File: src/led_ctrl_config.svh
`ifndef LED_CTRL_CONFIG_SVH
`define LED_CTRL_CONFIG_SVH

// uart bit timing in clk_in cycles
`define LED_UART_TICKS_PER_BIT 16
// wide enough to hold ticks per bit minus one
`define LED_UART_TICKS_WIDTH 5

// frame buffer geometry, 32 rows of 128 bytes
`define LED_ROW_BITS 5
`define LED_COL_BYTES 128
`define LED_ADDR_BITS 12

// display settings after reset, everything on
`define LED_RGB_RESET 3'b111
`define LED_BRIGHT_RESET 6'b111111

`endif

File: src/led_ctrl_pkg.sv
package led_ctrl_pkg;

    // operations sent from the command decoder to the settings block and the line loader
    typedef enum logic [3:0] {
        // arg holds the channel index, 0 red, 1 green, 2 blue
        op_color_set,
        op_color_clear,
        // arg holds the bit index, 0 is the msb of the mask
        op_bright_toggle,
        op_bright_none,
        op_bright_all,
        // arg holds the row byte, the loader keeps the low bits
        op_line_begin,
        // arg holds one pixel data byte
        op_line_byte
    } cmd_op_t;

    // decoder state for the line command
    typedef enum logic [1:0] {
        // single character commands
        st_idle,
        // after L, waiting for the row byte
        st_wait_row,
        // pixel bytes go to the loader until line_done
        st_load
    } dec_state_t;

endpackage

File: src/cmd_if.sv
// decoded command bus from the decoder to the settings block and the loader
interface cmd_if;

    // one cycle per command
    logic                  strobe;
    // valid while strobe is high
    led_ctrl_pkg::cmd_op_t op;
    logic [7:0]            arg;
    // loader reports the last byte of a line
    logic                  line_done;

    modport decoder (
        output strobe,
        output op,
        output arg,
        input  line_done
    );

    modport settings (
        input strobe,
        input op,
        input arg
    );

    modport loader (
        input  strobe,
        input  op,
        input  arg,
        output line_done
    );

endinterface

File: src/display_settings.sv
`include "led_ctrl_config.svh"

module display_settings (
    input  logic       clk_in,
    input  logic       reset,
    cmd_if.settings    cmd,
    output logic [2:0] rgb_enable,
    output logic [5:0] brightness_enable
);
    logic [1:0] color_bit;
    logic [2:0] bright_bit;

    assign color_bit = cmd.arg[1:0];
    // index 0 is the msb of the mask
    assign bright_bit = 3'd5 - cmd.arg[2:0];

    always_ff @(posedge clk_in or posedge reset) begin
        if (reset) begin
            rgb_enable        <= `LED_RGB_RESET;
            brightness_enable <= `LED_BRIGHT_RESET;
        end else if (cmd.strobe) begin
            case (cmd.op)
                led_ctrl_pkg::op_color_set: begin
                    rgb_enable[color_bit] <= 1'b1;
                end
                led_ctrl_pkg::op_color_clear: begin
                    rgb_enable[color_bit] <= 1'b0;
                end
                led_ctrl_pkg::op_bright_toggle: begin
                    brightness_enable[bright_bit] <= ~brightness_enable[bright_bit];
                end
                led_ctrl_pkg::op_bright_none: begin
                    brightness_enable <= '0;
                end
                led_ctrl_pkg::op_bright_all: begin
                    brightness_enable <= '1;
                end
                // line ops belong to the loader
                default: begin
                end
            endcase
        end
    end

endmodule

File: src/flat_wrapper.sv
// flat-port wrapper written by rule: the top's interface ports become plain ports
module display_settings_flat 
  (clk_in, reset, rgb_enable, brightness_enable, cmd_strobe, cmd_op, cmd_arg);
  cmd_if cmd_i ();
  input  logic clk_in;
  input  logic reset;
  output logic [2:0] rgb_enable;
  output logic [5:0] brightness_enable;
  input wire logic [$bits(cmd_i.strobe)-1:0] cmd_strobe;
  input wire logic [$bits(cmd_i.op)-1:0] cmd_op;
  input wire logic [$bits(cmd_i.arg)-1:0] cmd_arg;
  assign cmd_i.strobe = cmd_strobe;
  assign cmd_i.op = cmd_op;
  assign cmd_i.arg = cmd_arg;
  display_settings u_core (.clk_in(clk_in), .reset(reset), .cmd(cmd_i), .rgb_enable(rgb_enable), .brightness_enable(brightness_enable));
endmodule
File: config.mk
export PLATFORM = sky130hd
export DESIGN_NAME = display_settings_flat
export DESIGN_NICKNAME = d
export VERILOG_FILES = /design/src/led_ctrl_pkg.sv /design/src/cmd_if.sv /design/src/display_settings.sv /design/src/flat_wrapper.sv
export VERILOG_INCLUDE_DIRS = /design/src /design/src/src
export SDC_FILE = /design/constraint.sdc
export NUM_CORES = 1
export LEC_CHECK = 0
export BUFFER_PORTS_ARGS = -buffer_cell sky130_fd_sc_hd__buf_4
export CAP_MARGIN = 40
export CELL_PAD_IN_SITES_DETAIL_PLACEMENT = 0
export CELL_PAD_IN_SITES_GLOBAL_PLACEMENT = 1
export CORE_AREA = 2 2 47 49
export DETAILED_ROUTE_END_ITERATION = 8
export DIE_AREA = 0 0 49 51
export PLACE_DENSITY = 0.89
export SKIP_LAST_GASP = 1
export SLEW_MARGIN = 30
export SYNTH_ARGS = -nofsm -noshare
export SYNTH_HDL_FRONTEND = slang
export SYNTH_SLANG_ARGS = --single-unit
File: constraint.sdc
create_clock -name clk_in -period 3.8 [get_ports clk_in]
set_input_delay 0.38 -clock clk_in [delete_from_list [all_inputs] [get_ports clk_in]]
set_output_delay 0.38 -clock clk_in [all_outputs]
set_load 0.02 [all_outputs]
==> impl_metrics.toml <==
[outcome]
status = "finished clean"

[yosys]
ys_seq_area_share_pct = 33.5
yosys_warnings = 0
synth.avg_cell_area_um2 = 8.61
syn_area_um2 = 706
synth_nets = 100
synth-seq-cells = 9
syn-instance-count = 82
ys_types = 24

[clock_network]
cts_resized = 0
cts_made_buffers = 3
path_clk_slew_ns = 0.06
cts_tree = "built"
cts_max_level = 1
clock_latency_ns = 0.27
clk_path_buf_depth = 2
cts_setup_buffers = 0
clock-sinks = 9
cts_hold_buf = 0
cts-root-buf = "clkbuf_4"

[floorplan]
num_rows = 17
core-area_um2 = 2060
initial_core_util_pct = 34.2
dieArea_um2 = 2500
die_h_um = 51
ioPinCount = 24
die_x_um = 49

[timing]
max_freq_ghz = 0.657
rsz0062_at_grt = "no"
timing.setup.tns_ns = 0
skew_ns = 0.000782
slew_viol_final = 0
slew-limit-headroom_pct = 74.3
period_share_pct = 40.0
finalSetupViolations = 0
min_period_ns = 1.52
timing.hold.ws_ns = 0.353
worst_slew_pin_slew_ns = 0.383
hold_viol_final = 0

[run]
maxCapViolCount = 0

[route]
num_vias = 682
vias_per_cell = 5.29
totalWireLength_um = 1610
drt_pre_antenna_iters = 4
drtIter0Drc = 40
wl_per_cell_um = 12.5
antenna_left = 0
drc = 0

[critical_path]
reg2regPathDepth = 4
crit_required_ns = 4.00
rrSetupSlack_ns = 2.38
critPathLaunchType = "primary input"
crit_type = "primary input to register"
cp-end-kind = "register"
worstPathMaxFanout = 6
worstPathArrival_ns = 1.72

[final_layout]
antennaDiodeCount = 0
drive_gt1_share_pct = 36.6
area_growth_pct = 24.8
final_cell_area_um2 = 881
final_core_util_pct = 42.7
nets = 120
instances_no_fill = 129

[power]
clock_power_share_pct = 20.8
power_leakage_nw = 0.392
combPwrFrac_pct = 38.6
peakVddDrop_uv = 155
p_sw_mw = 0.129
powerDensity_nw_per_um2 = 425
p_int_mw = 0.244
power_frac_seq_pct = 40.5
swShare_pct = 34.6

[placed_design]
gp_congestion = 0.800
place_area_um2 = 855
dp_hpwl_um = 1220
dp_cells = 125
port-buffer-count = 18

[global_routing]
grt_pass1_wl_um = 2730
grt_antenna_before_repair = 0
grt_start_max_net_pins = 17
grt.total_usage_pct = 14.3
overflow = 0
grt_pass1_vias = 609

[worst_hold_path]
hold_path_class = "primary input to async pin"
## logic make-up after synthesis
group	synth area share (%)
AOI/OAI and AO/OA	22.9
adders and majority gates	5.32
buffers and inverters	5.14
DFF	33.5
muxes	9.40
and+or+nand+nor	23.8
## synth_stat cells
cell type | n | area [µm²]
mux2i_1 | 1 | 10.0
o32a_1 | 1 | 10.0
nor2_1 | 2 | 7.51
or3b_1 | 1 | 8.76
or2_2 | 1 | 6.26
ha_1 | 3 | 37.5
nand4b_1 | 1 | 8.76
and2b_1 | 2 | 15.0
dfstp_2 | 9 | 236
a21boi_0 | 1 | 7.51
nand2_1 | 9 | 33.8
o21ai_0 | 9 | 45.0
o21ai_2 | 1 | 8.76
inv_1 | 4 | 15.0
a31oi_1 | 3 | 18.8
nor2b_1 | 4 | 25.0
o22a_1 | 3 | 26.3
nand2b_1 | 3 | 18.8
buf_2 | 2 | 10.0
nand4_1 | 3 | 18.8
buf_6 | 1 | 11.3
and3_1 | 4 | 25.0
mux2_2 | 5 | 56.3
a21oi_1 | 9 | 45.0
## power by group through the flow
| stage | Combinational [mW] | Sequential, mW | Clock (mW) |
|---|---|---|---|
| final | 0.144 | 0.152 | 0.0779 |
| after CTS | 0.144 | 0.152 | 0.0775 |
| after global routing | 0.156 | 0.157 | 0.0843 |
| after detailed placement | 0.144 | 0.154 | 0 |
| after floorplan | 0.0585 | 0.182 | 0 |
| after global placement | 0.144 | 0.152 | 0 |
## placed cells by master, fill, tap and decap left out
cell / n
and3_1: 4
clkbuf_1: 1
buf_4: 18
or3b_1: 1
mux2_2: 5
inv_1: 4
ha_1: 3
nand2b_1: 3
o21ai_2: 1
clkbuf_4: 3
o22a_1: 3
o21ai_0: 9
nor2_1: 2
nand4_1: 3
nor2b_1: 4
mux2i_1: 1
nand2_1: 9
and2b_1: 2
dfstp_2: 9
a31oi_1: 3
a21boi_0: 1
o32a_1: 1
a21oi_1: 9
or2_2: 1
nand4b_1: 1
## stage by stage
stage / worst slack (ns) / total power, mW
final: 2.28 / 0.374
after CTS: 2.30 / 0.374
after global placement: 2.00 / 0.296
after detailed placement: 2.02 / 0.298
after global routing: 2.25 / 0.397
after floorplan: 2.28 / 0.241
## area by class of cell
class | instances | area (µm²)
tap | 28 | 35.0
clock buffer | 4 | 26.3
timing repair buffer | 18 | 135
fill | 222 | 1180
inverter | 4 | 15.0
sequential | 9 | 236
multi-input combinational | 66 | 433
## layer usage
layer	GRT usage [%]	part of all wire, %	vias to the layer above
met5	0	0	-
met4	8.57	2.5	0
met3	2.92	6.7	5
met2	22.8	46	31
met1	17.8	44	310
li1	-	-	336
## how the worst max path moves through the flow
stage,depth (start not counted),endpoint,slack [ns],from
after floorplan,5,register,2.28,cmd_arg[1]
after global placement,6,register,2.00,cmd_arg[1]
after detailed placement,6,register,2.02,cmd_arg[1]
after CTS,6,register,2.30,cmd_arg[1]
after global routing,6,register,2.25,cmd_arg[1]
final,6,register,2.28,cmd_arg[1]
## worst max-delay path, stage by stage
cell and delay (ns):
buf_4 0.13, inv_1 0.08, ha_1 0.34, o32a_1 0.43, and3_1 0.20, o22a_1 0.17
(Power assumes the default switching activity.)
