**src/led_ctrl_config.svh**
```systemverilog
`ifndef LED_CTRL_CONFIG_SVH
`define LED_CTRL_CONFIG_SVH

// uart bit timing in clk_in cycles
`define LED_UART_TICKS_PER_BIT 16
// wide enough to hold ticks per bit minus one
`define LED_UART_TICKS_WIDTH 5

// frame buffer geometry, 32 rows of 128 bytes
`define LED_ROW_BITS 5
`define LED_COL_BYTES 128
`define LED_ADDR_BITS 12

// display settings after reset, everything on
`define LED_RGB_RESET 3'b111
`define LED_BRIGHT_RESET 6'b111111

`endif

```
**src/led_ctrl_pkg.sv**
```systemverilog
package led_ctrl_pkg;

    // operations sent from the command decoder to the settings block and the line loader
    typedef enum logic [3:0] {
        // arg holds the channel index, 0 red, 1 green, 2 blue
        op_color_set,
        op_color_clear,
        // arg holds the bit index, 0 is the msb of the mask
        op_bright_toggle,
        op_bright_none,
        op_bright_all,
        // arg holds the row byte, the loader keeps the low bits
        op_line_begin,
        // arg holds one pixel data byte
        op_line_byte
    } cmd_op_t;

    // decoder state for the line command
    typedef enum logic [1:0] {
        // single character commands
        st_idle,
        // after L, waiting for the row byte
        st_wait_row,
        // pixel bytes go to the loader until line_done
        st_load
    } dec_state_t;

endpackage

```
**src/cmd_if.sv**
```systemverilog
// decoded command bus from the decoder to the settings block and the loader
interface cmd_if;

    // one cycle per command
    logic                  strobe;
    // valid while strobe is high
    led_ctrl_pkg::cmd_op_t op;
    logic [7:0]            arg;
    // loader reports the last byte of a line
    logic                  line_done;

    modport decoder (
        output strobe,
        output op,
        output arg,
        input  line_done
    );

    modport settings (
        input strobe,
        input op,
        input arg
    );

    modport loader (
        input  strobe,
        input  op,
        input  arg,
        output line_done
    );

endinterface

```
**src/line_loader.sv**
```systemverilog
`include "led_ctrl_config.svh"

module line_loader (
    input  logic                      clk_in,
    input  logic                      reset,
    cmd_if.loader                     cmd,
    output logic                      wr_en,
    output logic [`LED_ADDR_BITS-1:0] wr_addr,
    output logic [7:0]                wr_data,
    output logic [7:0]                commands_done
);
    localparam int ROW_BITS = `LED_ROW_BITS;
    localparam int COL_BITS = `LED_ADDR_BITS - `LED_ROW_BITS;

    localparam logic [COL_BITS-1:0] COL_FIRST = COL_BITS'(`LED_COL_BYTES - 1);

    logic [ROW_BITS-1:0] row;
    logic [COL_BITS-1:0] col;
    logic                line_start;
    logic                line_byte;

    assign line_start = cmd.strobe && (cmd.op == led_ctrl_pkg::op_line_begin);
    assign line_byte  = cmd.strobe && (cmd.op == led_ctrl_pkg::op_line_byte);

    always_ff @(posedge clk_in or posedge reset) begin
        if (reset) begin
            row           <= '0;
            col           <= '0;
            wr_en         <= 1'b0;
            cmd.line_done <= 1'b0;
            commands_done <= 8'd0;
        end else begin
            wr_en         <= line_byte;
            cmd.line_done <= 1'b0;
            if (line_start) begin
                row <= cmd.arg[ROW_BITS-1:0];
                col <= COL_FIRST;
            end else if (line_byte) begin
                col <= col - 1'b1;
                if (col == '0) begin
                    // last byte of the line, count wraps at 256
                    cmd.line_done <= 1'b1;
                    commands_done <= commands_done + 8'd1;
                end
            end
        end
    end

    // column counts down and the middle bits are inverted,
    // so byte k of the line lands at column k xor 1
    always_ff @(posedge clk_in) begin
        if (line_byte) begin
            wr_addr <= {row, ~col[COL_BITS-1:1], col[0]};
            wr_data <= cmd.arg;
        end
    end

endmodule

```
**src/flat_wrapper.sv**
```systemverilog
// flat-port wrapper written by rule: the top's interface ports become plain ports
module line_loader_flat 
  (clk_in, reset, wr_en, wr_addr, wr_data, commands_done, cmd_strobe, cmd_op, cmd_arg, cmd_line_done);
  cmd_if cmd_i ();
  input  logic clk_in;
  input  logic reset;
  output logic wr_en;
  output logic [`LED_ADDR_BITS-1:0] wr_addr;
  output logic [7:0] wr_data;
  output logic [7:0] commands_done;
  input wire logic [$bits(cmd_i.strobe)-1:0] cmd_strobe;
  input wire logic [$bits(cmd_i.op)-1:0] cmd_op;
  input wire logic [$bits(cmd_i.arg)-1:0] cmd_arg;
  output wire logic [$bits(cmd_i.line_done)-1:0] cmd_line_done;
  assign cmd_i.strobe = cmd_strobe;
  assign cmd_i.op = cmd_op;
  assign cmd_i.arg = cmd_arg;
  assign cmd_line_done = cmd_i.line_done;
  line_loader u_core (.clk_in(clk_in), .reset(reset), .cmd(cmd_i), .wr_en(wr_en), .wr_addr(wr_addr), .wr_data(wr_data), .commands_done(commands_done));
endmodule
```
**config.mk**
```make
export PLATFORM = sky130hd
export DESIGN_NAME = line_loader_flat
export DESIGN_NICKNAME = d
export VERILOG_FILES = /design/src/led_ctrl_pkg.sv /design/src/cmd_if.sv /design/src/line_loader.sv /design/src/flat_wrapper.sv
export VERILOG_INCLUDE_DIRS = /design/src /design/src/src
export SDC_FILE = /design/constraint.sdc
export NUM_CORES = 1
export LEC_CHECK = 0
export BUFFER_PORTS_ARGS = -buffer_cell sky130_fd_sc_hd__buf_2
export CAP_MARGIN = 20
export CORE_MARGIN = 4
export CORE_UTILIZATION = 50
export CTS_CLUSTER_DIAMETER = 50
export CTS_CLUSTER_SIZE = 12
export DETAILED_ROUTE_END_ITERATION = 10
export GPL_TIMING_DRIVEN = 0
export HOLD_SLACK_MARGIN = 0.15
export PLACE_DENSITY = 0.77
export SLEW_MARGIN = 25
export SYNTH_ARGS = -nofsm -noshare
export SYNTH_HDL_FRONTEND = slang
export SYNTH_SLANG_ARGS = --single-unit
```
**constraint.sdc**
```tcl
create_clock -name clk_in -period 2 [get_ports clk_in]
set_input_delay 0.3 -clock clk_in [delete_from_list [all_inputs] [get_ports clk_in]]
set_output_delay 0.3 -clock clk_in [all_outputs]
set_load 0.02 [all_outputs]
```
==> impl_metrics.yaml <==
clock_network:
  cts_sinks: 42
  cts.clk_slew.worst_paths_ns: 0.12
  cts_root_buf: "clkbuf_4"
  clk_latency_ns: 0.35
  cts_setup_buffers: 0
  cts_made_buffers: 5
  tritoncts: "yes"
  h-tree-depth: 2
  clockBufferDepth: 2
power:
  ir_worst_vdd_uv: 465
  cellLeakagePower_nw: 0.949
  power_density_nw_per_um2: 796
  p_total_mw: 1.63
cells_and_area:
  fin_nets: 194
  num_antenna_cells: 0
  drive_gt1_share_pct: 31.6
  syn_to_final_growth_pct: 27.2
sta:
  finalMaxSlewViolations: 0
  hold_viol: 0
  whs_ns: 0.372
  finalCritPeriodShare_pct: 95.3
  tightest_slew_ns: 0.873
  relSlewSlack_pct: 41.7
  setup_viol: 0
  clock_skew_ns: 0.00470
  max_freq_mhz: 525
  min_period_ns: 1.91
  rsz0062_at_grt: "no"
die:
  num_io_pins: 45
  die_width_um: 64.7
  die_area_um2: 4180
  start_util_pct: 52.6
  fp.dieH_um: 64.7
  coreArea_um2: 3050
  rows: 20
setup_path:
  cp.arrival_ns: 2.15
  crit_chain: "or4_4 -> nor4_4 -> mux2_2"
  cp-end-kind: "flop"
  crit_required_ns: 2.25
  crit_path_top_delay_cell: "or4_4"
  critPathKind: "flop to flop"
  path_max_fanout: 9
  crit_path_start_kind: "flop"
  max_stage_delay_ns: 0.55
job:
  drv_cap: 0
routing:
  via_per_inst: 4.88
  drt_wl_total_um: 3000
  drt_pass1_iterations: 4
  drc: 0
  drtIter0Drc: 50
  vias: 1078
  wl_per_cell_um: 13.6
  drtAntennaViolNets: 0
status:
  status: "finished, final reports clean"
grt:
  track_usage_pct: 16.5
  grt_overflow_total: 0
  grt_pass1_vias: 1106
  grt_antenna_before_repair: 0
  grt_max_degree: 26
  grt_pass1_wl_um: 5040
synth:
  ys_top_cells_by_area: "edfxtp_1 37%, dfrtp_1 34%, xnor2_1 6.0%"
  synth.avg_cell_area_um2: 13.8
  syn_area_um2: 1610
  synth-edff-count: 20
  synthCells: 116
  yosysWarnings: 0
  ys_seq_area_share_pct: 71.7
  netlist.area_leader.share_pct: 37.4
  synth_seq_cells: 42
  yosysTopAreaCell: "edfxtp_1"
  synth.net_count: 134
  ys_types: 22
  async_reset_ff_share_pct: 52.4
  synth_ff_type: "dfrtp_1"
placement:
  dp_hpwl_um: 2110
  gp_congestion: 0.775
  io_buffers: 44
min_path:
  hold_class: "input pin to flop"
[power by group]
| part | switching, mW | internal [mW] |
|---|---|---|
| logic | 0.0872 | 0.0735 |
| clock network | 0.271 | 0.169 |
| registers | 0.0482 | 0.977 |
[Yosys cell counts, types with 2 or more instances]
library cell  count
nand4_1           6
nand2b_1          2
edfxtp_1         20
ha_1              3
nor2_1            3
nand3b_1          3
a21oi_1           2
xnor2_1          11
inv_1             8
nand2_1          21
and3_1            2
dfrtp_1          22
nor3_1            4
[critical path: cells and delay by family, from the launching register on]
kind | cells | cell delay [ns]
flip-flops | 1 | 0.44
multiplexers | 1 | 0.40
AND/OR/NAND/NOR | 2 | 0.96
[cells by family (layout without fill, tap and decap cells)]
| logic type | after synthesis | after routing | synth area share [%] |
|---|---|---|---|
| XOR/XNOR | 12 | 12 | 6.54 |
| buffers and inverters | 8 | 69 | 1.87 |
| multiplexers | 1 | 1 | 0.701 |
| AND/OR/NAND/NOR | 48 | 48 | 16.3 |
| flip-flops | 42 | 42 | 71.7 |
| adder cells (fa/ha/maj) | 3 | 3 | 2.34 |
| AO/OA/AOI/OAI | 2 | 2 | 0.623 |
[layout make-up]
class                   count  area, µm²
flip-flops and latches     42       1150
fillers                   251       1010
multi-input cells          66        433
repair buffers             53        310
well taps                  44       55.1
clock buffers               6       51.3
inverters                   8       30.0
clock inverters             2       12.5
[cells in the final DEF, fill, tap and decap left out, drive strengths merged]
master        n
nor3b         1
nand3         1
nand3b        3
nor4          2
and3b         1
dfrtp        22
xor2          1
nor2b         1
clkinv        1
or4           1
nor2          3
and3          2
clkbuf        6
nand2b        2
nand2        21
nor3          4
nand4         6
dlygate4sd3   9
xnor2        11
edfxtp       20
mux2          1
inv           8
clkinvlp      1
ha            3
buf          44
a21oi         2
[path summary, 6_finish.rpt]
path | from | to | slack [ns] | depth (start not counted)
worst min register to register | u_core.row[0]$_DFFE_PP0P_ | u_core.wr_addr[7]$_DFFE_PP_ | 0.46 | 0
min in group asynchronous | reset | u_core.row[2]$_DFFE_PP0P_ | 0.64 | 3
worst max-delay path | u_core.col[4]$_DFFE_PP0P_ | u_core.commands_done[1]$_DFFE_PP0P_ | 0.09 | 3
worst min-delay path | cmd_op[1] | u_core.row[1]$_DFFE_PP0P_ | 0.37 | 4
max in group asynchronous | reset | u_core.col[1]$_DFFE_PP0P_ | 0.84 | 3
worst max register to register | u_core.col[4]$_DFFE_PP0P_ | u_core.commands_done[1]$_DFFE_PP0P_ | 0.09 | 3
[what timing repair did]
item | CTS | global route
gates resized for setup | 0 | 0
hold buffers | 9 | 0
setup endpoints to repair | 1 | 0
endpoints found under the hold margin | 34 | 0
[registers in the layout, summed over array words and instances (netlist names)]
name,count
u_core.col,7
u_core.cmd.line_done,1
u_core.row,5
u_core.wr_addr,12
u_core.wr_en,1
u_core.commands_done,8
u_core.wr_data,8
[layer usage]
layer  vias to the layer above  routed length, µm  global-route usage (%)
li1                        523                  -                       -
met1                       504               1220                    19.4
met2                        47               1530                    26.8
met3                         4                217                    6.59
met4                         0                 40                    7.12
met5                         -                  0                       0
[through the flow]
stage,TNS (ns),setup slack (ns),cells,area (µm²),utilization (%)
4_1_cts,0,0.0738,221,2040,66.8
3_3_place_gp,-0.604,-0.0305,204,1880,61.7
6_report,0,0.0938,221,2040,66.9
2_1_floorplan,0,0.182,116,1610,-
3_5_place_dp,-1.92,-0.0908,204,1880,61.7
5_1_grt,0,0.0380,221,2040,66.9
No activity file was read; power rests on OpenSTA's default activity.
