===== config.mk =====
export PLATFORM = sky130hd
export DESIGN_NAME = uart_byte_rx
export DESIGN_NICKNAME = d
export VERILOG_FILES = /design/src/uart_byte_rx.sv
export VERILOG_INCLUDE_DIRS = /design/src /design/src/src
export SDC_FILE = /design/constraint.sdc
export NUM_CORES = 1
export LEC_CHECK = 0
export BUFFER_PORTS_ARGS = -buffer_cell sky130_fd_sc_hd__buf_2
export CORE_MARGIN = 2
export CORE_UTILIZATION = 50
export CTS_CLUSTER_SIZE = 25
export DETAILED_ROUTE_END_ITERATION = 12
export PLACE_DENSITY = 0.67
export RECOVER_POWER = 50
export SYNTH_ARGS = -nofsm -noshare
export SYNTH_HDL_FRONTEND = slang
export SYNTH_SLANG_ARGS = --single-unit

===== constraint.sdc =====
create_clock -name clk_in -period 3.2 [get_ports clk_in]
set_clock_uncertainty 0.1 [all_clocks]
set_input_delay 0 -clock clk_in [delete_from_list [all_inputs] [get_ports clk_in]]
set_output_delay 0 -clock clk_in [all_outputs]
set_load 0.01 [all_outputs]

===== src/led_ctrl_config.svh =====
`ifndef LED_CTRL_CONFIG_SVH
`define LED_CTRL_CONFIG_SVH

// uart bit timing in clk_in cycles
`define LED_UART_TICKS_PER_BIT 16
// wide enough to hold ticks per bit minus one
`define LED_UART_TICKS_WIDTH 5

// frame buffer geometry, 32 rows of 128 bytes
`define LED_ROW_BITS 5
`define LED_COL_BYTES 128
`define LED_ADDR_BITS 12

// display settings after reset, everything on
`define LED_RGB_RESET 3'b111
`define LED_BRIGHT_RESET 6'b111111

`endif


===== src/uart_byte_rx.sv =====
`include "led_ctrl_config.svh"

module uart_byte_rx (
    input  logic       clk_in,
    input  logic       reset,
    input  logic       rx,
    output logic [7:0] rx_byte,
    output logic       rx_valid,
    output logic       busy
);
    localparam int TICK_BITS = `LED_UART_TICKS_WIDTH;
    localparam int TICKS     = `LED_UART_TICKS_PER_BIT;

    localparam logic [TICK_BITS-1:0] TICK_LAST = TICK_BITS'(TICKS - 1);
    // first wait ends in the middle of the start bit
    localparam logic [TICK_BITS-1:0] TICK_HALF = TICK_BITS'(TICKS / 2 - 1);

    logic                 rx_meta;
    logic                 rx_sync;
    logic                 rx_prev;
    logic [TICK_BITS-1:0] tick_cnt;
    // 0 is the start bit, 1 to 8 data, 9 the stop bit
    logic [3:0]           bit_cnt;
    logic [7:0]           shift;
    logic                 bit_tick;
    logic                 data_sample;
    logic                 stop_sample;

    assign bit_tick    = busy && (tick_cnt == '0);
    assign data_sample = bit_tick && (bit_cnt != 4'd0) && (bit_cnt != 4'd9);
    assign stop_sample = bit_tick && (bit_cnt == 4'd9);

    always_ff @(posedge clk_in or posedge reset) begin
        if (reset) begin
            // line idles high
            rx_meta  <= 1'b1;
            rx_sync  <= 1'b1;
            rx_prev  <= 1'b1;
            busy     <= 1'b0;
            tick_cnt <= '0;
            bit_cnt  <= 4'd0;
            rx_valid <= 1'b0;
        end else begin
            rx_meta  <= rx;
            rx_sync  <= rx_meta;
            rx_prev  <= rx_sync;
            rx_valid <= 1'b0;

            if (!busy) begin
                // falling edge on the synchronized line
                if (rx_prev && !rx_sync) begin
                    busy     <= 1'b1;
                    tick_cnt <= TICK_HALF;
                    bit_cnt  <= 4'd0;
                end
            end else if (tick_cnt != '0) begin
                tick_cnt <= tick_cnt - 1'b1;
            end else begin
                tick_cnt <= TICK_LAST;
                bit_cnt  <= bit_cnt + 4'd1;
                if (bit_cnt == 4'd0 && rx_sync) begin
                    // glitch, start bit gone by mid-bit
                    busy <= 1'b0;
                end else if (bit_cnt == 4'd9) begin
                    busy <= 1'b0;
                    // bad stop bit drops the byte
                    rx_valid <= rx_sync;
                end
            end
        end
    end

    // lsb first
    always_ff @(posedge clk_in) begin
        if (data_sample) begin
            shift <= {rx_sync, shift[7:1]};
        end
        if (stop_sample && rx_sync) begin
            rx_byte <= shift;
        end
    end

endmodule


==> metrics.md, run 1 <==
| Metric | Value |
|---|---|
| CP required | `3.06 ns` |
| CTS Sinks | `30` |
| Post-Synth Simple-Gate Area | `10.2%` |
| Placed cell area | `1270 um^2` |
| Clk_lat worst skew | `0.33 ns` |
| Slew at the pin closest to its max-slew limit | `0.614 ns` |
| Switching power | `294 uW` |
| Max Transition Viols Final | `0` |
| Worst Setup End Kind | `flop` |
| Cells after Synth | `84` |
| Total clock buffers created by CTS | `5` |
| Commonest non-fill, non-tap cell in the layout | `edfxtp_1` |
| Worst Hold Slack | `0.158 ns` |
| Synth Area in Adders | `4.21%` |
| Number of H-tree levels | `2` |
| Gr usage total | `17.1%` |
| # diodes | `0` |
| Critical Path, Cell by Cell | `inv_1, ha_1, or3b_1, or2_1, nor2_1` |
| Count of input and output buffers | `12` |
| Post-synthesis compound-gate area fraction | `9.48%` |
| Status | `completed` |
| Worst Setup Start Kind | `flop` |
| CP max stage cell | `nor2_1` |
| Wire length per cell | `14.6 um` |
| Final setup viols | `0` |
| Largest net degree at the start of global routing | `15` |
| Root Driver | `clkbuf_4` |
| Worst flop-to-flop path startpoint | `tick_cnt[0]$_DFFE_PP0P_` |
| GPL Wtd Cong | `0.806` |
| Unique cell type count in the Yosys netlist | `30` |
| Post-synthesis mux area share | `0.843%` |
| Sw frac | `28.4%` |
| Design Power | `1040 uW` |
| Critical path class | `reg -> reg` |
| Setup TNS | `0 ns` |
| Initial antenna violation count | `0` |
| Final min period | `2.41 ns` |
| Layout cells sized above 1 | `23.1%` |
| First-pass GRT wire length | `3110 um` |
| Cell depth of the worst flop-to-flop path | `5` |
| DRC | `0` |
| Final hold viol count | `0` |
| WP buf/inv | `1` |
| Clock-pin slew on the worst setup and hold paths | `0.08 ns` |
| Worst R2R End | `shift[2]$_DFFE_PP_` |
| Die ar. | `2780 um^2` |
| Post-DP HPWL | `1390 um` |
| Clk pwr share | `29.7%` |
| Resize count post-CTS | `0` |
| Height of the die | `52.7 um` |
| Mapped Nets | `91` |
| Fin util | `61.5%` |
| CORE AREA | `2230 um^2` |
| Worst-path fanout max | `8` |
| Number of max-cap violations | `0` |
| Grt total ovfl | `0` |
| CTS tree | `yes` |
| Slowest cell delay on critical path | `0.52 ns` |
| Warnings from Yosys | `0` |
| Fmax | `416 MHz` |
| Combinational share of power | `19.4%` |
| Data arrival time of the critical path | `2.27 ns` |
| Final wirelength | `1920 um` |
| Most frequent cells in the layout | `edfxtp_1 (16), dfrtp_1 (11), buf_2 (10), inv_1 (8)` |
| Seq/Total Area, Yosys | `70.3%` |
| Worst IR Drop VDD | `0.000408 V` |
| Routed Antenna Nets | `0` |
| Synth Register Bits | `30` |
| R2R setup slack | `0.79 ns` |
| Worst path top cell family by delay | `simple AND/OR/NAND/NOR gates` |
| Worst-case clock buffer depth | `2` |
| Post-synthesis xor/xnor area fraction | `0.738%` |
| Int Power | `741 uW` |
| Filler instances | `178` |
| Die X | `52.7 um` |
| Post-Syn Area | `1190 um^2` |
| I/O pins | `13` |
| Vias after detailed routing | `707` |
| Pwr per Cell Area | `754 nW/um^2` |
| Initial Util | `53.2%` |
| Std cell rows | `17` |
| Design Area, Final | `1370 um^2` |
| Pleak | `0.000546 uW` |
| 1st-iter DRT viols | `15` |
| Largest family of logic cells by synthesized area | `simple AND/OR/NAND/NOR gates` |
| Via density per instance | `5.36` |
| 1st-pass router iterations | `4` |
| Layout Nets | `110` |
| RSZ-0062 raised after global routing | `no` |
| Normalized max-slew margin | `58.9%` |
| Fin crit share | `75.2%` |
| Avg Synthesized Cell Area | `14.1 um^2` |
| Seq pwr share | `50.9%` |
| Area Growth Syn to Fin | `15.6%` |
| Worst min path class | `in -> async` |
| Vias in the first global route | `646` |
## state kept, by name, indices dropped and copies added (netlist names)
name and flops:
rx_prev 1, bit_cnt 4, rx_byte 8, shift 8, rx_sync 1, rx_valid 1
busy 1, rx_meta 1, tick_cnt 5
## repair_timing
action                                 in CTS  in global routing
endpoints found under the hold margin      15                  0
buffers inserted                            0                  0
hold buffers                                2                  0
## power groups by stage
stage | combinational, uW | sequential, uW | clock (uW)
floorplan | 169 | 516 | 0
global placement | 194 | 528 | 0
detailed placement | 202 | 533 | 0
CTS | 204 | 525 | 317
global route | 235 | 534 | 333
finish | 201 | 527 | 308
## worst reg2reg max path: stages, from the launching register on
cell and delay (ns):
dfrtp_1 0.41, inv_1 0.07, ha_1 0.15, or3b_1 0.45, or2_1 0.35, nor2_1 0.53
## per-stage QoR
stage	cells	setup WS (ns)
6_report	132	0.793
5_1_grt	132	0.613
4_1_cts	132	0.784
3_5_place_dp	122	0.809
3_3_place_gp	122	0.905
2_1_floorplan	84	0.691
## routing by layer
layer	GRT usage, %	share of wire (%)	up-vias	routed length [um]
li1	-	-	343	-
met1	22.0	47	338	901
met2	24.0	45	20	862
met3	7.71	5.9	6	113
met4	8.97	2.4	0	46
met5	0	0	-	0
## cells by family after synthesis
family,count (synthesis)
AO/OA/AOI/OAI,16
AND/OR/NAND/NOR,21
buffers and inverters,11
adder cells (fa/ha/maj),4
flip-flops,30
multiplexers,1
XOR/XNOR,1
## worst max path at each step
stage | from | to | slack (ns) | cells after the start
6_report | tick_cnt[0]$_DFFE_PP0P_ | shift[2]$_DFFE_PP_ | 0.79 | 5
5_1_grt | tick_cnt[0]$_DFFE_PP0P_ | shift[5]$_DFFE_PP_ | 0.61 | 5
4_1_cts | tick_cnt[0]$_DFFE_PP0P_ | shift[2]$_DFFE_PP_ | 0.78 | 5
3_5_place_dp | tick_cnt[0]$_DFFE_PP0P_ | shift[4]$_DFFE_PP_ | 0.81 | 5
3_3_place_gp | tick_cnt[0]$_DFFE_PP0P_ | shift[0]$_DFFE_PP_ | 0.90 | 5
2_1_floorplan | tick_cnt[0]$_DFFE_PP0P_ | rx_byte[0]$_DFFE_PP_ | 0.69 | 7
## area by class of cell
class / instances / area, um^2 / share of cell area (%)
flip-flops and latches: 30 / 835 / 60.8
multi-input cells: 43 / 303 / 22.1
repair buffers: 15 / 85.1 / 6.20
clock buffers: 7 / 55.1 / 4.01
well taps: 28 / 35.0 / 2.55
clock inverters: 1 / 30.0 / 2.19
inverters: 8 / 30.0 / 2.19
## synth_stat cells
library cell	instances	area, um^2
o311a_1	1	10.0
clkbuf_1	1	3.75
buf_6	1	11.3
or3b_1	1	8.76
nand2b_1	3	18.8
or3b_2	1	8.76
edfxtp_1	16	480
nor3_1	3	15.0
mux2i_1	1	10.0
a31o_2	1	8.76
or2_1	1	6.26
clkbuf_2	1	5.00
and3b_1	1	8.76
a211oi_1	1	7.51
o21ai_0	5	25.0
or4_1	1	7.51
nand3_1	3	15.0
nor2b_1	1	6.26
dfrtp_1	11	275
ha_1	4	50.1
o311a_2	1	11.3
dfstp_2	3	78.8
or3_2	1	7.51
nand2_1	3	11.3
a21oi_1	2	10.0
inv_1	8	30.0
xor2_1	1	8.76
nor2_1	2	7.51
o211ai_1	4	30.0
o32a_1	1	10.0
(Power assumes the default switching activity.)
==> run 2, diff against run 1 <==
==> constraint.sdc (replaced) <==
create_clock -name clk_in -period 2.4 [get_ports clk_in]
set_clock_uncertainty 0.1 [all_clocks]
set_input_delay 0 -clock clk_in [delete_from_list [all_inputs] [get_ports clk_in]]
set_output_delay 0 -clock clk_in [all_outputs]
set_load 0.01 [all_outputs]
==> metrics.md, run 2 (synthesis results as in run 1) <==
| Metric | Value |
|---|---|
| DRC | `0 (unchanged)` |
| Filler instances | `168 (-5.6%)` |
| CORE AREA | `2230 um^2 (unchanged)` |
| 1st-iter DRT viols | `19 (+4)` |
| Std cell rows | `17 (unchanged)` |
| Area Growth Syn to Fin | `14.0%` |
| Final hold viol count | `0 (unchanged)` |
| Vias in the first global route | `712 (+10%)` |
| Initial Util | `53.2% (unchanged)` |
| Number of H-tree levels | `2 (unchanged)` |
| Count of input and output buffers | `12 (unchanged)` |
| Final setup viols | `0 (unchanged)` |
| Worst R2R End | `rx_byte[7]$_DFFE_PP_` |
| Data arrival time of the critical path | `2.13 ns (-0.14 ns)` |
| Vias after detailed routing | `716 (+1.3%)` |
| Height of the die | `52.7 um (unchanged)` |
| # diodes | `0 (unchanged)` |
| Wire length per cell | `14.3 um (-1.7%)` |
| Normalized max-slew margin | `64.7% (+5.8 points)` |
| Clock-pin slew on the worst setup and hold paths | `0.10 ns (+0.02 ns)` |
| Worst-case clock buffer depth | `2 (unchanged)` |
| Design Power | `1260 uW (+21%)` |
| Most frequent cells in the layout | `edfxtp_1 (16), dfrtp_1 (11), buf_2 (10), inv_1 (8)` |
| Worst min path class | `in -> async` |
| Layout cells sized above 1 | `24.8% (+1.7 points)` |
| Fin crit share | `91.0% (+16 points)` |
| I/O pins | `13 (unchanged)` |
| Commonest non-fill, non-tap cell in the layout | `edfxtp_1` |
| Worst Setup Start Kind | `flop` |
| Cell depth of the worst flop-to-flop path | `6 (+1)` |
| Pwr per Cell Area | `928 nW/um^2 (+23%)` |
| R2R setup slack | `0.22 ns (-0.58 ns)` |
| Fmax | `458 MHz (+10%)` |
| Worst-path fanout max | `8 (unchanged)` |
| Slew at the pin closest to its max-slew limit | `0.529 ns (-0.0853 ns)` |
| Placed Cells | `123 (+0.82%)` |
| GPL Wtd Cong | `0.832 (+3.3%)` |
| Worst flop-to-flop path startpoint | `tick_cnt[0]$_DFFE_PP0P_` |
| First-pass GRT wire length | `3280 um (+5.6%)` |
| Pleak | `0.000535 uW (-2.0%)` |
| Root Driver | `clkbuf_4` |
| Layout Nets | `111 (+0.91%)` |
| Worst Setup End Kind | `flop` |
| Die X | `52.7 um (unchanged)` |
| Initial antenna violation count | `0 (unchanged)` |
| RSZ-0062 raised after global routing | `no` |
| 1st-pass router iterations | `4 (unchanged)` |
| Worst IR Drop VDD | `0.000514 V (+26%)` |
| Clk_lat worst skew | `0.32 ns (about the same)` |
| Largest regs | `rx_byte: 8 flops, shift: 8 flops, tick_cnt: 5 flops` |
| Resize count post-CTS | `0 (unchanged)` |
| Grt total ovfl | `0 (unchanged)` |
| Worst Hold Slack | `0.140 ns (-0.0181 ns)` |
| Post-DP HPWL | `1380 um (-0.91%)` |
| Status | `completed` |
| Routed Antenna Nets | `0 (unchanged)` |
| CTS Sinks | `30 (unchanged)` |
| Final cell count without fillers | `133 (+0.76%)` |
| CP required | `2.34 ns (-0.72 ns)` |
| Total clock buffers created by CTS | `5 (unchanged)` |
| Final min period | `2.18 ns (-0.224 ns)` |
| Via density per instance | `5.38 (+0.51%)` |
| Number of max-cap violations | `0 (unchanged)` |
| Critical path class | `reg -> reg` |
| Gr usage total | `18.0% (+0.97 points)` |
| Setup TNS | `0 ns (unchanged)` |
| Max Transition Viols Final | `0 (unchanged)` |
| Largest net degree at the start of global routing | `15 (unchanged)` |
| Final wirelength | `1910 um (-0.94%)` |
| Die ar. | `2780 um^2 (unchanged)` |
| CTS tree | `yes` |
run 2: changes by cell type in the layout (fill, tap and decap cells not counted), sizes merged:
cell	previous run	this run
clkinvlp	0	1
clkinv	0	2
buf	11	12
bufinv	1	0
clkbuf	9	7
run 2: per-layer routing:
layer | wire length, um | GRT usage (%) | up-vias
li1 | - | - | 345
met1 | 780 | 20.3 | 343
met2 | 968 | 29.2 | 23
met3 | 104 | 6.86 | 5
met4 | 52 | 10.3 | 0
met5 | 0 | 0 | -
run 2: power breakdown:
group | internal, uW | leakage [uW] | total, uW | switching, uW
Combinational | 123 | 0.000195 | 282 | 158
Clock | 109 | 0.0000286 | 278 | 169
Sequential | 621 | 0.000311 | 698 | 76.9
Total | 853 | 0.000535 | 1260 | 404
run 2: worst max-delay path by stage:
stage / from / to / cells past startpoint / slack (ns)
after floorplan: tick_cnt[0]$_DFFE_PP0P_ / rx_byte[0]$_DFFE_PP_ / 7 / 0.14
after global placement: tick_cnt[0]$_DFFE_PP0P_ / rx_byte[1]$_DFFE_PP_ / 6 / 0.30
after detailed placement: tick_cnt[0]$_DFFE_PP0P_ / rx_byte[2]$_DFFE_PP_ / 6 / 0.22
after CTS: tick_cnt[0]$_DFFE_PP0P_ / rx_byte[2]$_DFFE_PP_ / 6 / 0.21
after global routing: tick_cnt[0]$_DFFE_PP0P_ / rx_byte[7]$_DFFE_PP_ / 6 / 0.09
final: tick_cnt[0]$_DFFE_PP0P_ / rx_byte[7]$_DFFE_PP_ / 6 / 0.22
run 2: final cells by class:
class / instances / area (um^2) / area share (%)
clock inverters: 3 / 16.3 / 1.20
clock buffers: 5 / 37.5 / 2.77
repair buffers: 16 / 92.6 / 6.84
well taps: 28 / 35.0 / 2.59
inverters: 8 / 30.0 / 2.22
multi-input cells: 43 / 308 / 22.7
flip-flops and latches: 30 / 835 / 61.6
run 2: critical path, cell delays in order (launching register included):
cell,delay [ns]
dfrtp_1,0.40
inv_1,0.07
ha_1,0.16
or3b_1,0.46
or2_1,0.36
nor3_2,0.18
buf_4,0.18
run 2: stage by stage:
step | util [%] | worst slack [ns] | instance area [um^2]
global placement | 57.4 | 0.304 | 1280
finish | 60.6 | 0.217 | 1350
CTS | 60.7 | 0.213 | 1360
detailed placement | 57.4 | 0.217 | 1280
floorplan | - | 0.138 | 1190
global route | 60.6 | 0.0905 | 1350
run 2: timing repair:
action	CTS	global route
hold endpoints to repair	15	0
setup buffers	0	0
hold buffers	2	0
