[src/led_ctrl_config.svh]
`ifndef LED_CTRL_CONFIG_SVH
`define LED_CTRL_CONFIG_SVH

// uart bit timing in clk_in cycles
`define LED_UART_TICKS_PER_BIT 16
// wide enough to hold ticks per bit minus one
`define LED_UART_TICKS_WIDTH 5

// frame buffer geometry, 32 rows of 128 bytes
`define LED_ROW_BITS 5
`define LED_COL_BYTES 128
`define LED_ADDR_BITS 12

// display settings after reset, everything on
`define LED_RGB_RESET 3'b111
`define LED_BRIGHT_RESET 6'b111111

`endif

[src/led_ctrl_pkg.sv]
package led_ctrl_pkg;

    // operations sent from the command decoder to the settings block and the line loader
    typedef enum logic [3:0] {
        // arg holds the channel index, 0 red, 1 green, 2 blue
        op_color_set,
        op_color_clear,
        // arg holds the bit index, 0 is the msb of the mask
        op_bright_toggle,
        op_bright_none,
        op_bright_all,
        // arg holds the row byte, the loader keeps the low bits
        op_line_begin,
        // arg holds one pixel data byte
        op_line_byte
    } cmd_op_t;

    // decoder state for the line command
    typedef enum logic [1:0] {
        // single character commands
        st_idle,
        // after L, waiting for the row byte
        st_wait_row,
        // pixel bytes go to the loader until line_done
        st_load
    } dec_state_t;

endpackage

[src/cmd_if.sv]
// decoded command bus from the decoder to the settings block and the loader
interface cmd_if;

    // one cycle per command
    logic                  strobe;
    // valid while strobe is high
    led_ctrl_pkg::cmd_op_t op;
    logic [7:0]            arg;
    // loader reports the last byte of a line
    logic                  line_done;

    modport decoder (
        output strobe,
        output op,
        output arg,
        input  line_done
    );

    modport settings (
        input strobe,
        input op,
        input arg
    );

    modport loader (
        input  strobe,
        input  op,
        input  arg,
        output line_done
    );

endinterface

[src/command_decoder.sv]
module command_decoder (
    input  logic       clk_in,
    input  logic       reset,
    input  logic [7:0] rx_byte,
    input  logic       rx_valid,
    cmd_if.decoder     cmd
);
    led_ctrl_pkg::dec_state_t state;
    led_ctrl_pkg::dec_state_t state_next;
    logic                     emit;
    led_ctrl_pkg::cmd_op_t    op_next;
    logic [7:0]               arg_next;

    // channel index for the colour letters
    function automatic logic [7:0] color_index(input logic [7:0] c);
        case (c)
            "R", "r": return 8'd0;
            "G", "g": return 8'd1;
            default:  return 8'd2;
        endcase
    endfunction

    always_comb begin
        state_next = state;
        emit       = 1'b0;
        op_next    = led_ctrl_pkg::op_color_set;
        arg_next   = rx_byte;

        case (state)
            led_ctrl_pkg::st_idle: begin
                if (rx_valid) begin
                    emit = 1'b1;
                    case (rx_byte)
                        "R", "G", "B": begin
                            op_next  = led_ctrl_pkg::op_color_set;
                            arg_next = color_index(rx_byte);
                        end
                        "r", "g", "b": begin
                            op_next  = led_ctrl_pkg::op_color_clear;
                            arg_next = color_index(rx_byte);
                        end
                        "1", "2", "3", "4", "5", "6": begin
                            op_next  = led_ctrl_pkg::op_bright_toggle;
                            arg_next = rx_byte - "1";
                        end
                        "0": op_next = led_ctrl_pkg::op_bright_none;
                        "9": op_next = led_ctrl_pkg::op_bright_all;
                        "L": begin
                            // no command yet, the row byte follows
                            emit       = 1'b0;
                            state_next = led_ctrl_pkg::st_wait_row;
                        end
                        default: emit = 1'b0;
                    endcase
                end
            end
            led_ctrl_pkg::st_wait_row: begin
                // repeated L bytes keep waiting
                if (rx_valid && rx_byte != "L") begin
                    emit       = 1'b1;
                    op_next    = led_ctrl_pkg::op_line_begin;
                    state_next = led_ctrl_pkg::st_load;
                end
            end
            led_ctrl_pkg::st_load: begin
                if (rx_valid) begin
                    emit    = 1'b1;
                    op_next = led_ctrl_pkg::op_line_byte;
                end
                if (cmd.line_done) begin
                    state_next = led_ctrl_pkg::st_idle;
                end
            end
            default: state_next = led_ctrl_pkg::st_idle;
        endcase
    end

    always_ff @(posedge clk_in or posedge reset) begin
        if (reset) begin
            state      <= led_ctrl_pkg::st_idle;
            cmd.strobe <= 1'b0;
        end else begin
            state      <= state_next;
            cmd.strobe <= emit;
        end
    end

    always_ff @(posedge clk_in) begin
        if (emit) begin
            cmd.op  <= op_next;
            cmd.arg <= arg_next;
        end
    end

endmodule

[src/flat_wrapper.sv]
// flat-port wrapper written by rule: the top's interface ports become plain ports
module command_decoder_flat 
  (clk_in, reset, rx_byte, rx_valid, cmd_strobe, cmd_op, cmd_arg, cmd_line_done);
  cmd_if cmd_i ();
  input  logic clk_in;
  input  logic reset;
  input  logic [7:0] rx_byte;
  input  logic rx_valid;
  output wire logic [$bits(cmd_i.strobe)-1:0] cmd_strobe;
  output wire logic [$bits(cmd_i.op)-1:0] cmd_op;
  output wire logic [$bits(cmd_i.arg)-1:0] cmd_arg;
  input wire logic [$bits(cmd_i.line_done)-1:0] cmd_line_done;
  assign cmd_strobe = cmd_i.strobe;
  assign cmd_op = cmd_i.op;
  assign cmd_arg = cmd_i.arg;
  assign cmd_i.line_done = cmd_line_done;
  command_decoder u_core (.clk_in(clk_in), .reset(reset), .rx_byte(rx_byte), .rx_valid(rx_valid), .cmd(cmd_i));
endmodule
[config.mk]
export PLATFORM = sky130hd
export DESIGN_NAME = command_decoder_flat
export DESIGN_NICKNAME = d
export VERILOG_FILES = /design/src/led_ctrl_config.svh /design/src/led_ctrl_pkg.sv /design/src/cmd_if.sv /design/src/command_decoder.sv /design/src/flat_wrapper.sv
export SDC_FILE = /design/constraint.sdc
export NUM_CORES = 1
export LEC_CHECK = 0
export ABC_AREA = 0
export ABC_CLOCK_PERIOD_IN_PS = 2900
export BUFFER_PORTS_ARGS = -buffer_cell sky130_fd_sc_hd__buf_2
export CORE_MARGIN = 1.5
export CORE_UTILIZATION = 50
export DETAILED_ROUTE_END_ITERATION = 16
export GPL_TIMING_DRIVEN = 0
export PLACE_DENSITY_LB_ADDON = 0.25
export SYNTH_ARGS = -nofsm -noshare
export SYNTH_HDL_FRONTEND = slang
export SYNTH_SLANG_ARGS = --single-unit
[constraint.sdc]
create_clock -name clk_in -period 2.9 [get_ports clk_in]
set_input_delay 0.58 -clock clk_in [delete_from_list [all_inputs] [get_ports clk_in]]
set_output_delay 0.58 -clock clk_in [all_outputs]
set_load 0.005 [all_outputs]
==> impl_metrics.yaml, run 1 <==
outcome:
  status: "finished clean"
global_routing:
  grtUsageTotal_pct: 20.1
  grt_pass1_vias: 679
  grt.overflow.total: 0
  grt_max_degree: 13
  grt_pass1_wl_um: 3000
  antenna_found_initial: 0
synth:
  synthFlopType: "edfxtp_1"
  ys_seq_elements: 14
  synth_edf_count: 11
  synth_area_um2: 931
  synth.distinct_cells: 38
  syn_avg_cell_area_um2: 11.1
  synth_cells: 84
  async_flop_share_pct: 21.4
  synth_nets: 101
  synth_warnings: 0
  ys_seq_area_share_pct: 43.5
route:
  first_iter_violations: 31
  firstDrtPassIters: 4
  drt_wl_total_um: 1950
  final_antenna_net_count: 0
  num_vias: 773
  vias_per_cell: 5.68
  wire_per_inst_um: 14.3
  drt_drc_violations_left: 0
sta:
  slew_headroom_pct: 61.9
  fin_tns_setup_ns: 0
  finalMaxSlewViolations: 0
  hold-worst-slack_ns: 0.152
  setup_ws_ns: 0.448
  fin_worst_skew_ns: 0.00966
  layout_min_cycle_time_ns: 2.45
  hold_viol_final: 0
  worstMarginPinSlew_ns: 0.569
  rsz0062_at_grt: "no"
  max_freq_mhz: 408
  period_share_pct: 84.5
  setup_violations: 0
pwr:
  ir_drop_mv: 0.183
  p_leak_nw: 0.480
  p_per_area_nw_per_um2: 357
min_path:
  worst_hold_path_type: "in -> async"
floorplanning:
  die_h_um: 46.2
  dieArea_um2: 2130
  num_rows: 15
  initial_core_util_pct: 53.3
  core_area_um2: 1750
  pin_count: 25
  die_w_um: 46.2
clock_tree:
  cts_tree: "built"
  cts.sinks: 14
  root_buffer: "clkbuf_4"
  clk_latency_ns: 0.28
  ctsHtreeMaxLevel: 1
  cts.repair.resized: 0
  post-cts-setup-buffers: 0
  cts_made_buffers: 3
  clockBufferDepth: 2
  hold_buffers: 0
  clk_pin_slew_ns: 0.07
final_layout:
  drive_above_1_share_pct: 32.4
  syn2layout_area_growth_pct: 18.5
  regArea_um2: 405
  multi_input_area_um2: 484
  num-fill-cells: 150
  nets: 129
  diodes: 0
  fin_area_um2: 1100
critical_path:
  r2r_cells: 5
  endpoint_kind: "flop"
  cp_max_fo: 12
  worstSetupPathType: "in -> reg"
  arrival_ns: 2.37
  start_kind: "input port"
  critPathRequiredTime_ns: 2.82
place:
  placed_area_um2: 1080
  gp_congestion: 0.955
  dp_hpwl_um: 1510
  port_buffers: 23
  pre_cts_slack_ns: 0.177
job:
  cap_violations: 0
[final cells by class]
cell class	instances	area share [%]
flip-flops and latches	14	36.7
clock buffers	4	2.38
repair buffers	23	10.4
multi-input cells	62	43.9
well taps	25	2.83
inverters	6	2.04
plain buffers	2	1.70
[path summary, 6_finish.rpt]
path                            startpoint                 to  slack (ns)
min                                  reset    u_core.state[1]        0.15
min reg2reg                u_core.state[1]    u_core.state[0]        0.55
max in group asynchronous            reset  u_core.cmd.strobe        2.62
max                             rx_byte[0]   u_core.cmd.op[1]        0.45
max reg2reg                u_core.state[1]   u_core.cmd.op[1]        0.56
min in group clk_in        u_core.state[1]    u_core.state[0]        0.55
[registers in the layout (all words and copies together) (netlist names)]
signal             cells
u_core.cmd.op          3
u_core.cmd.arg         8
u_core.cmd.strobe      1
u_core.state           2
[synth_stat cells (all sizes together) (2+ instances only)]
cell,number,area share (%)
nand2b,3,2.0
nor2b,5,3.4
o21a,2,1.6
o21ai,5,2.7
buf,2,2.0
nor3b,2,2.2
nand2,6,2.4
edfxtp,11,35
a32oi,2,1.9
a21oi,4,2.2
and3,2,1.3
o2bb2ai,2,1.9
nand4,2,1.3
dfrtp,3,8.1
nor2,3,1.2
ha,5,6.7
inv,6,2.4
[power breakdown]
group          internal, mW  leakage [nW]  switching (mW)
combinational        0.0242         0.325          0.0343
clock                0.0534        0.0150          0.0616
sequential            0.219         0.140        0.000676
total                 0.297         0.480          0.0965
[critical path: stages]
cell,delay (ns)
buf_2,0.13
inv_1,0.14
ha_1,0.27
mux2i_2,0.13
a2111oi_4,0.53
nor2b_1,0.12
nand3b_1,0.46
[per-layer routing]
layer | part of all wire, % | wire [µm] | global-route usage, %
met5 | 0 | 0 | 0
met3 | 7.6 | 147 | 3.14
met2 | 46 | 900 | 32.5
met4 | 1.7 | 33 | 9.71
met1 | 44 | 865 | 25.9
[stage by stage]
step | util [%] | std cells | power (mW)
after global placement | 61.7 | 132 | 0.281
final | 63.2 | 136 | 0.394
after floorplan | - | 84 | 0.258
after detailed placement | 61.7 | 132 | 0.282
after global routing | 63.2 | 136 | 0.405
after CTS | 63.2 | 136 | 0.391
[layout by cell type (no fill, tap or decap), types with 4 or more instances in the layout]
master	n
edfxtp_1	11
nor2b_1	5
ha_1	5
nand2_1	6
o21ai_0	5
inv_1	6
a21oi_1	4
buf_2	23
[kinds of logic (layout without fill, tap and decap cells)]
family,Yosys count,in the layout,synth area share (%)
other,1,1,0.403
buffers and inverters,8,35,4.44
adder cells (fa/ha/maj),5,5,6.72
flip-flops,14,14,43.5
AO/OA/AOI/OAI,23,23,21.1
multiplexers,1,1,1.48
AND/OR/NAND/NOR,32,32,22.3
(Power assumes the default switching activity.)
==> run 2, diff against run 1 <==
ABC_CLOCK_PERIOD_IN_PS = 2400   (was 2900)
clock period = 2.4 ns   (was 2.9 ns; I/O delays follow)
==> impl_metrics.yaml, run 2 (synthesized netlist as in run 1, its figures left out) <==
sta:
  finalMaxSlewViolations: 0
  max_freq_mhz: 467
  setup_violations: 0
  rsz0062_at_grt: "no"
  fin_worst_skew_ns: 0.00885
  period_share_pct: 89.2
  layout_min_cycle_time_ns: 2.14
  hold_viol_final: 0
outcome:
  violations: "DRC"
  status: "finished with violations"
floorplanning:
  core_area_um2: 1750
  dieArea_um2: 2130
  pin_count: 25
  num_rows: 15
  die_h_um: 46.2
  die_w_um: 46.2
  initial_core_util_pct: 53.3
final_layout:
  drive_above_1_share_pct: 33.6
  num-fill-cells: 148
  syn2layout_area_growth_pct: 20.2
  final_cell_mix: "buf_2 (23), edfxtp_1 (11), nand2_1 (6), inv_1 (6)"
  reg_top3: "u_core.cmd.arg x8, u_core.cmd.op x3, u_core.state x2"
  regArea_um2: 405
  largest_register_ffs: 8
  final_core_utilization_pct: 64.1
  final_common_cell: "buf_2"
  nets: 131
  diodes: 0
  largest-register: "u_core.cmd.arg"
  multi_input_area_um2: 484
critical_path:
  endpoint_kind: "flop"
  critPathRequiredTime_ns: 2.40
  arrival_ns: 2.14
  r2r-start: "u_core.state[1]"
  cp_max_fo: 7
  start_kind: "input port"
  worstSetupPathType: "in -> reg"
  ff2ff_setup_slack_ns: 0.27
  r2r-end: "u_core.cmd.arg[0]"
  r2r_cells: 6
pwr:
  ir_drop_mv: 0.219
  p_sw_mw: 0.114
  p_per_area_nw_per_um2: 423
  internal_power_mw: 0.360
  combinationalPowerShare_pct: 15.2
  p_leak_nw: 0.491
  p_seq_share_pct: 56.2
  switching_share_pct: 24.0
  power.total_mw: 0.473
  clkPwrFrac_pct: 28.7
clock_tree:
  clk_latency_ns: 0.28
  cts_tree: "built"
  cts.repair.resized: 0
  hold_buffers: 0
  ctsHtreeMaxLevel: 1
  cts_made_buffers: 3
  cts.sinks: 14
  clk_pin_slew_ns: 0.08
  clockBufferDepth: 2
  root_buffer: "clkbuf_4"
  post-cts-setup-buffers: 0
route:
  wire_per_inst_um: 14.1
  drt_drc_violations_left: 1
  first_iter_violations: 29
  final_antenna_net_count: 0
  vias_per_cell: 5.75
  firstDrtPassIters: 10
  num_vias: 793
  drt_wl_total_um: 1950
min_path:
  worst_hold_path_type: "in -> async"
global_routing:
  grtUsageTotal_pct: 20.1
  antenna_found_initial: 0
  grt.overflow.total: 0
  grt_pass1_vias: 679
  grt_max_degree: 13
  grt_pass1_wl_um: 3000
place:
  port_buffers: 23
  dp_hpwl_um: 1510
  gp_congestion: 0.955
job:
  cap_violations: 0
==> run 2: changes by cell type in the layout (fill, tap and decap cells not counted), sizes merged <==
cell | previous run | this run
buf | 25 | 27
==> run 2: how the worst max path moves through the flow <==
stage | slack [ns] | to | cells after the start | start
global placement | -0.20 | u_core.cmd.arg[1] | 7 | rx_byte[0]
global route | 0.18 | u_core.cmd.arg[7] | 8 | rx_byte[0]
CTS | 0.06 | u_core.cmd.op[1] | 7 | rx_byte[0]
finish | 0.26 | u_core.cmd.arg[0] | 8 | rx_byte[0]
floorplan | 0.26 | u_core.cmd.arg[0] | 6 | rx_byte[0]
detailed placement | -0.22 | u_core.cmd.arg[0] | 7 | rx_byte[0]
==> run 2: layer usage <==
layer / vias up / share of wire (%) / track usage (%)
met1: 359 / 43 / 25.9
met2: 51 / 48 / 32.5
met4: 0 / 2.2 / 9.71
li1: 377 / - / -
met3: 6 / 7.6 / 3.14
met5: - / 0 / 0
==> run 2: stage by stage <==
step	TNS, ns	instance area, µm²	std cells	hold slack, ns	setup slack [ns]
floorplan	0	931	84	0.234	0.259
global placement	-2.20	1080	132	0.344	-0.200
detailed placement	-2.48	1080	132	0.349	-0.223
CTS	0	1100	136	0.0597	0.0588
global route	0	1120	138	0.0695	0.177
finish	0	1120	138	0.0571	0.260
==> run 2: cell type report <==
type	count	area share, %
Sequential cell	14	36.2
Buffer	2	1.68
Inverter	6	2.01
Clock buffer	4	2.35
Timing Repair Buffer	25	11.6
Multi-Input combinational cell	62	43.3
Tap cell	25	2.80
==> run 2: power by group through the flow <==
stage	Clock (mW)	Combinational [mW]	Sequential, mW
floorplan	0	0.0396	0.272
global placement	0	0.0686	0.271
detailed placement	0	0.0694	0.271
CTS	0.137	0.0699	0.266
global route	0.146	0.0789	0.266
finish	0.136	0.0717	0.266
==> run 2: worst max-delay path, stage by stage <==
cell and delay, ns:
buf_2 0.13, inv_1 0.13, ha_1 0.27, mux2i_2 0.14, a2111oi_4 0.53, nor2b_1 0.12, nand3b_1 0.15, buf_4 0.19
==> run 3, diff against run 2 <==
CAP_MARGIN = 20   (was not set)
CELL_PAD_IN_SITES_DETAIL_PLACEMENT = 1   (was not set)
CELL_PAD_IN_SITES_GLOBAL_PLACEMENT = 2   (was not set)
CORE_UTILIZATION = 32   (was 50)
==> impl_metrics.yaml, run 3 (synthesized netlist as in run 1, its figures left out) <==
outcome:
  status: "finished clean"
sta:
  fin_worst_skew_ns: 0.00172
  hold_viol_final: 0
  max_freq_mhz: 472
  finalMaxSlewViolations: 0
  fin_tns_setup_ns: 0
  rsz0062_at_grt: "no"
  layout_min_cycle_time_ns: 2.12
  setup_ws_ns: 0.280
  setup_violations: 0
  period_share_pct: 88.3
critical_path:
  arrival_ns: 2.13
  endpoint_kind: "flop"
  r2r_cells: 6
  r2r-end: "u_core.cmd.op[0]"
  cp_max_fo: 12
  worstSetupPathType: "reg -> reg"
  cp-startpoint: "u_core.state[1]"
  endpoint: "u_core.cmd.op[0]"
  start_kind: "flop"
  critPathRequiredTime_ns: 2.41
  ff2ff_setup_slack_ns: 0.28
  r2r-start: "u_core.state[1]"
route:
  num_vias: 776
  vias_per_cell: 5.43
  first_iter_violations: 19
  drt_wl_total_um: 2280
  wire_per_inst_um: 16.0
  drt_drc_violations_left: 0
  final_antenna_net_count: 0
  firstDrtPassIters: 4
global_routing:
  grt_max_degree: 13
  grt_pass1_wl_um: 3930
  use_met3_pct: 2.72
  antenna_found_initial: 0
  grt_pass1_vias: 817
  grtUsageMet2_pct: 26.9
  grtUsageMet1_pct: 19.8
  busiest_layer: "met2"
  grtUsageTotal_pct: 16.2
  grt.overflow.total: 0
pwr:
  switching_share_pct: 24.1
  p_per_area_nw_per_um2: 449
  p_leak_nw: 0.494
  internal_power_mw: 0.388
  p_sw_mw: 0.123
  clkPwrFrac_pct: 33.6
  combinationalPowerShare_pct: 14.4
  ir_drop_mv: 0.258
  p_seq_share_pct: 51.9
clock_tree:
  hold_buffers: 0
  cts_tree: "built"
  cts.repair.resized: 0
  clockBufferDepth: 2
  post-cts-setup-buffers: 0
  cts_made_buffers: 3
  ctsHtreeMaxLevel: 1
  clk_latency_ns: 0.28
  clk_pin_slew_ns: 0.08
  cts.sinks: 14
  root_buffer: "clkbuf_4"
floorplanning:
  dieArea_um2: 3240
  initial_core_util_pct: 33.8
  die_h_um: 56.9
  num_rows: 19
  pin_count: 25
  core_area_um2: 2760
  die_w_um: 56.9
place:
  dp_hpwl_um: 1840
  gp_congestion: 0.769
  pre_cts_slack_ns: -0.250
  port_buffers: 23
final_layout:
  nets: 130
  diodes: 0
  final_cell_mix: "buf_2 (23), edfxtp_1 (11), nand2_1 (6), inv_1 (6)"
  largest-register: "u_core.cmd.arg"
  final_common_cell: "buf_2"
  syn2layout_area_growth_pct: 22.6
  largest_register_ffs: 8
  drive_above_1_share_pct: 33.9
  reg_top3: "u_core.cmd.arg x8, u_core.cmd.op x3, u_core.state x2"
job:
  cap_violations: 0
min_path:
  worst_hold_path_type: "in -> async"
[run 3: cell count changes in the layout (fill, tap and decap cells not counted)]
cell      change
clkbuf_8      +1
clkbuf_1      -1
buf_12        +1
buf_4         -2
[run 3: worst max-delay path: stages (launching register included)]
cell	delay [ns]
dfrtp_1	0.38
buf_6	0.13
or3b_4	0.43
a2111oi_4	0.46
nor2b_1	0.12
nand3b_1	0.16
buf_12	0.15
[run 3: cell type report]
type | count | area (µm²)
Tap cell | 31 | 38.8
Sequential cell | 14 | 405
Clock buffer | 4 | 36.3
Buffer | 2 | 18.8
Multi-Input combinational cell | 62 | 484
Inverter | 6 | 22.5
Fill cell | 325 | 1620
Timing Repair Buffer | 24 | 135
[run 3: worst min-delay path by stage]
stage	startpoint	endpoint	slack, ns	cells past startpoint
final	reset	u_core.cmd.strobe	0.05	2
after global placement	reset	u_core.cmd.strobe	0.35	2
after CTS	reset	u_core.cmd.strobe	0.05	2
after floorplan	reset	u_core.cmd.strobe	0.23	1
after global routing	reset	u_core.cmd.strobe	0.02	2
after detailed placement	reset	u_core.cmd.strobe	0.36	2
[run 3: per-stage QoR]
step	util [%]	total power, mW	cell area (µm²)	hold WS [ns]	cells
finish	41.4	0.512	1140	0.0493	143
global route	41.4	0.545	1140	0.0236	143
CTS	40.7	0.514	1120	0.0471	142
detailed placement	39.3	0.344	1080	0.356	138
global placement	39.3	0.341	1080	0.347	138
floorplan	-	0.312	931	0.234	84
[run 3: power groups by stage]
| stage | Sequential (mW) | Clock (mW) | Combinational, mW |
|---|---|---|---|
| floorplan | 0.272 | 0 | 0.0396 |
| global placement | 0.271 | 0 | 0.0697 |
| detailed placement | 0.271 | 0 | 0.0721 |
| CTS | 0.266 | 0.175 | 0.0725 |
| global route | 0.266 | 0.197 | 0.0816 |
| finish | 0.266 | 0.172 | 0.0737 |
[run 3: metal layers]
metal,up-vias,wire (µm)
li1,373,-
met4,0,57
met5,-,0
met3,5,112
met1,370,1000
met2,28,1110
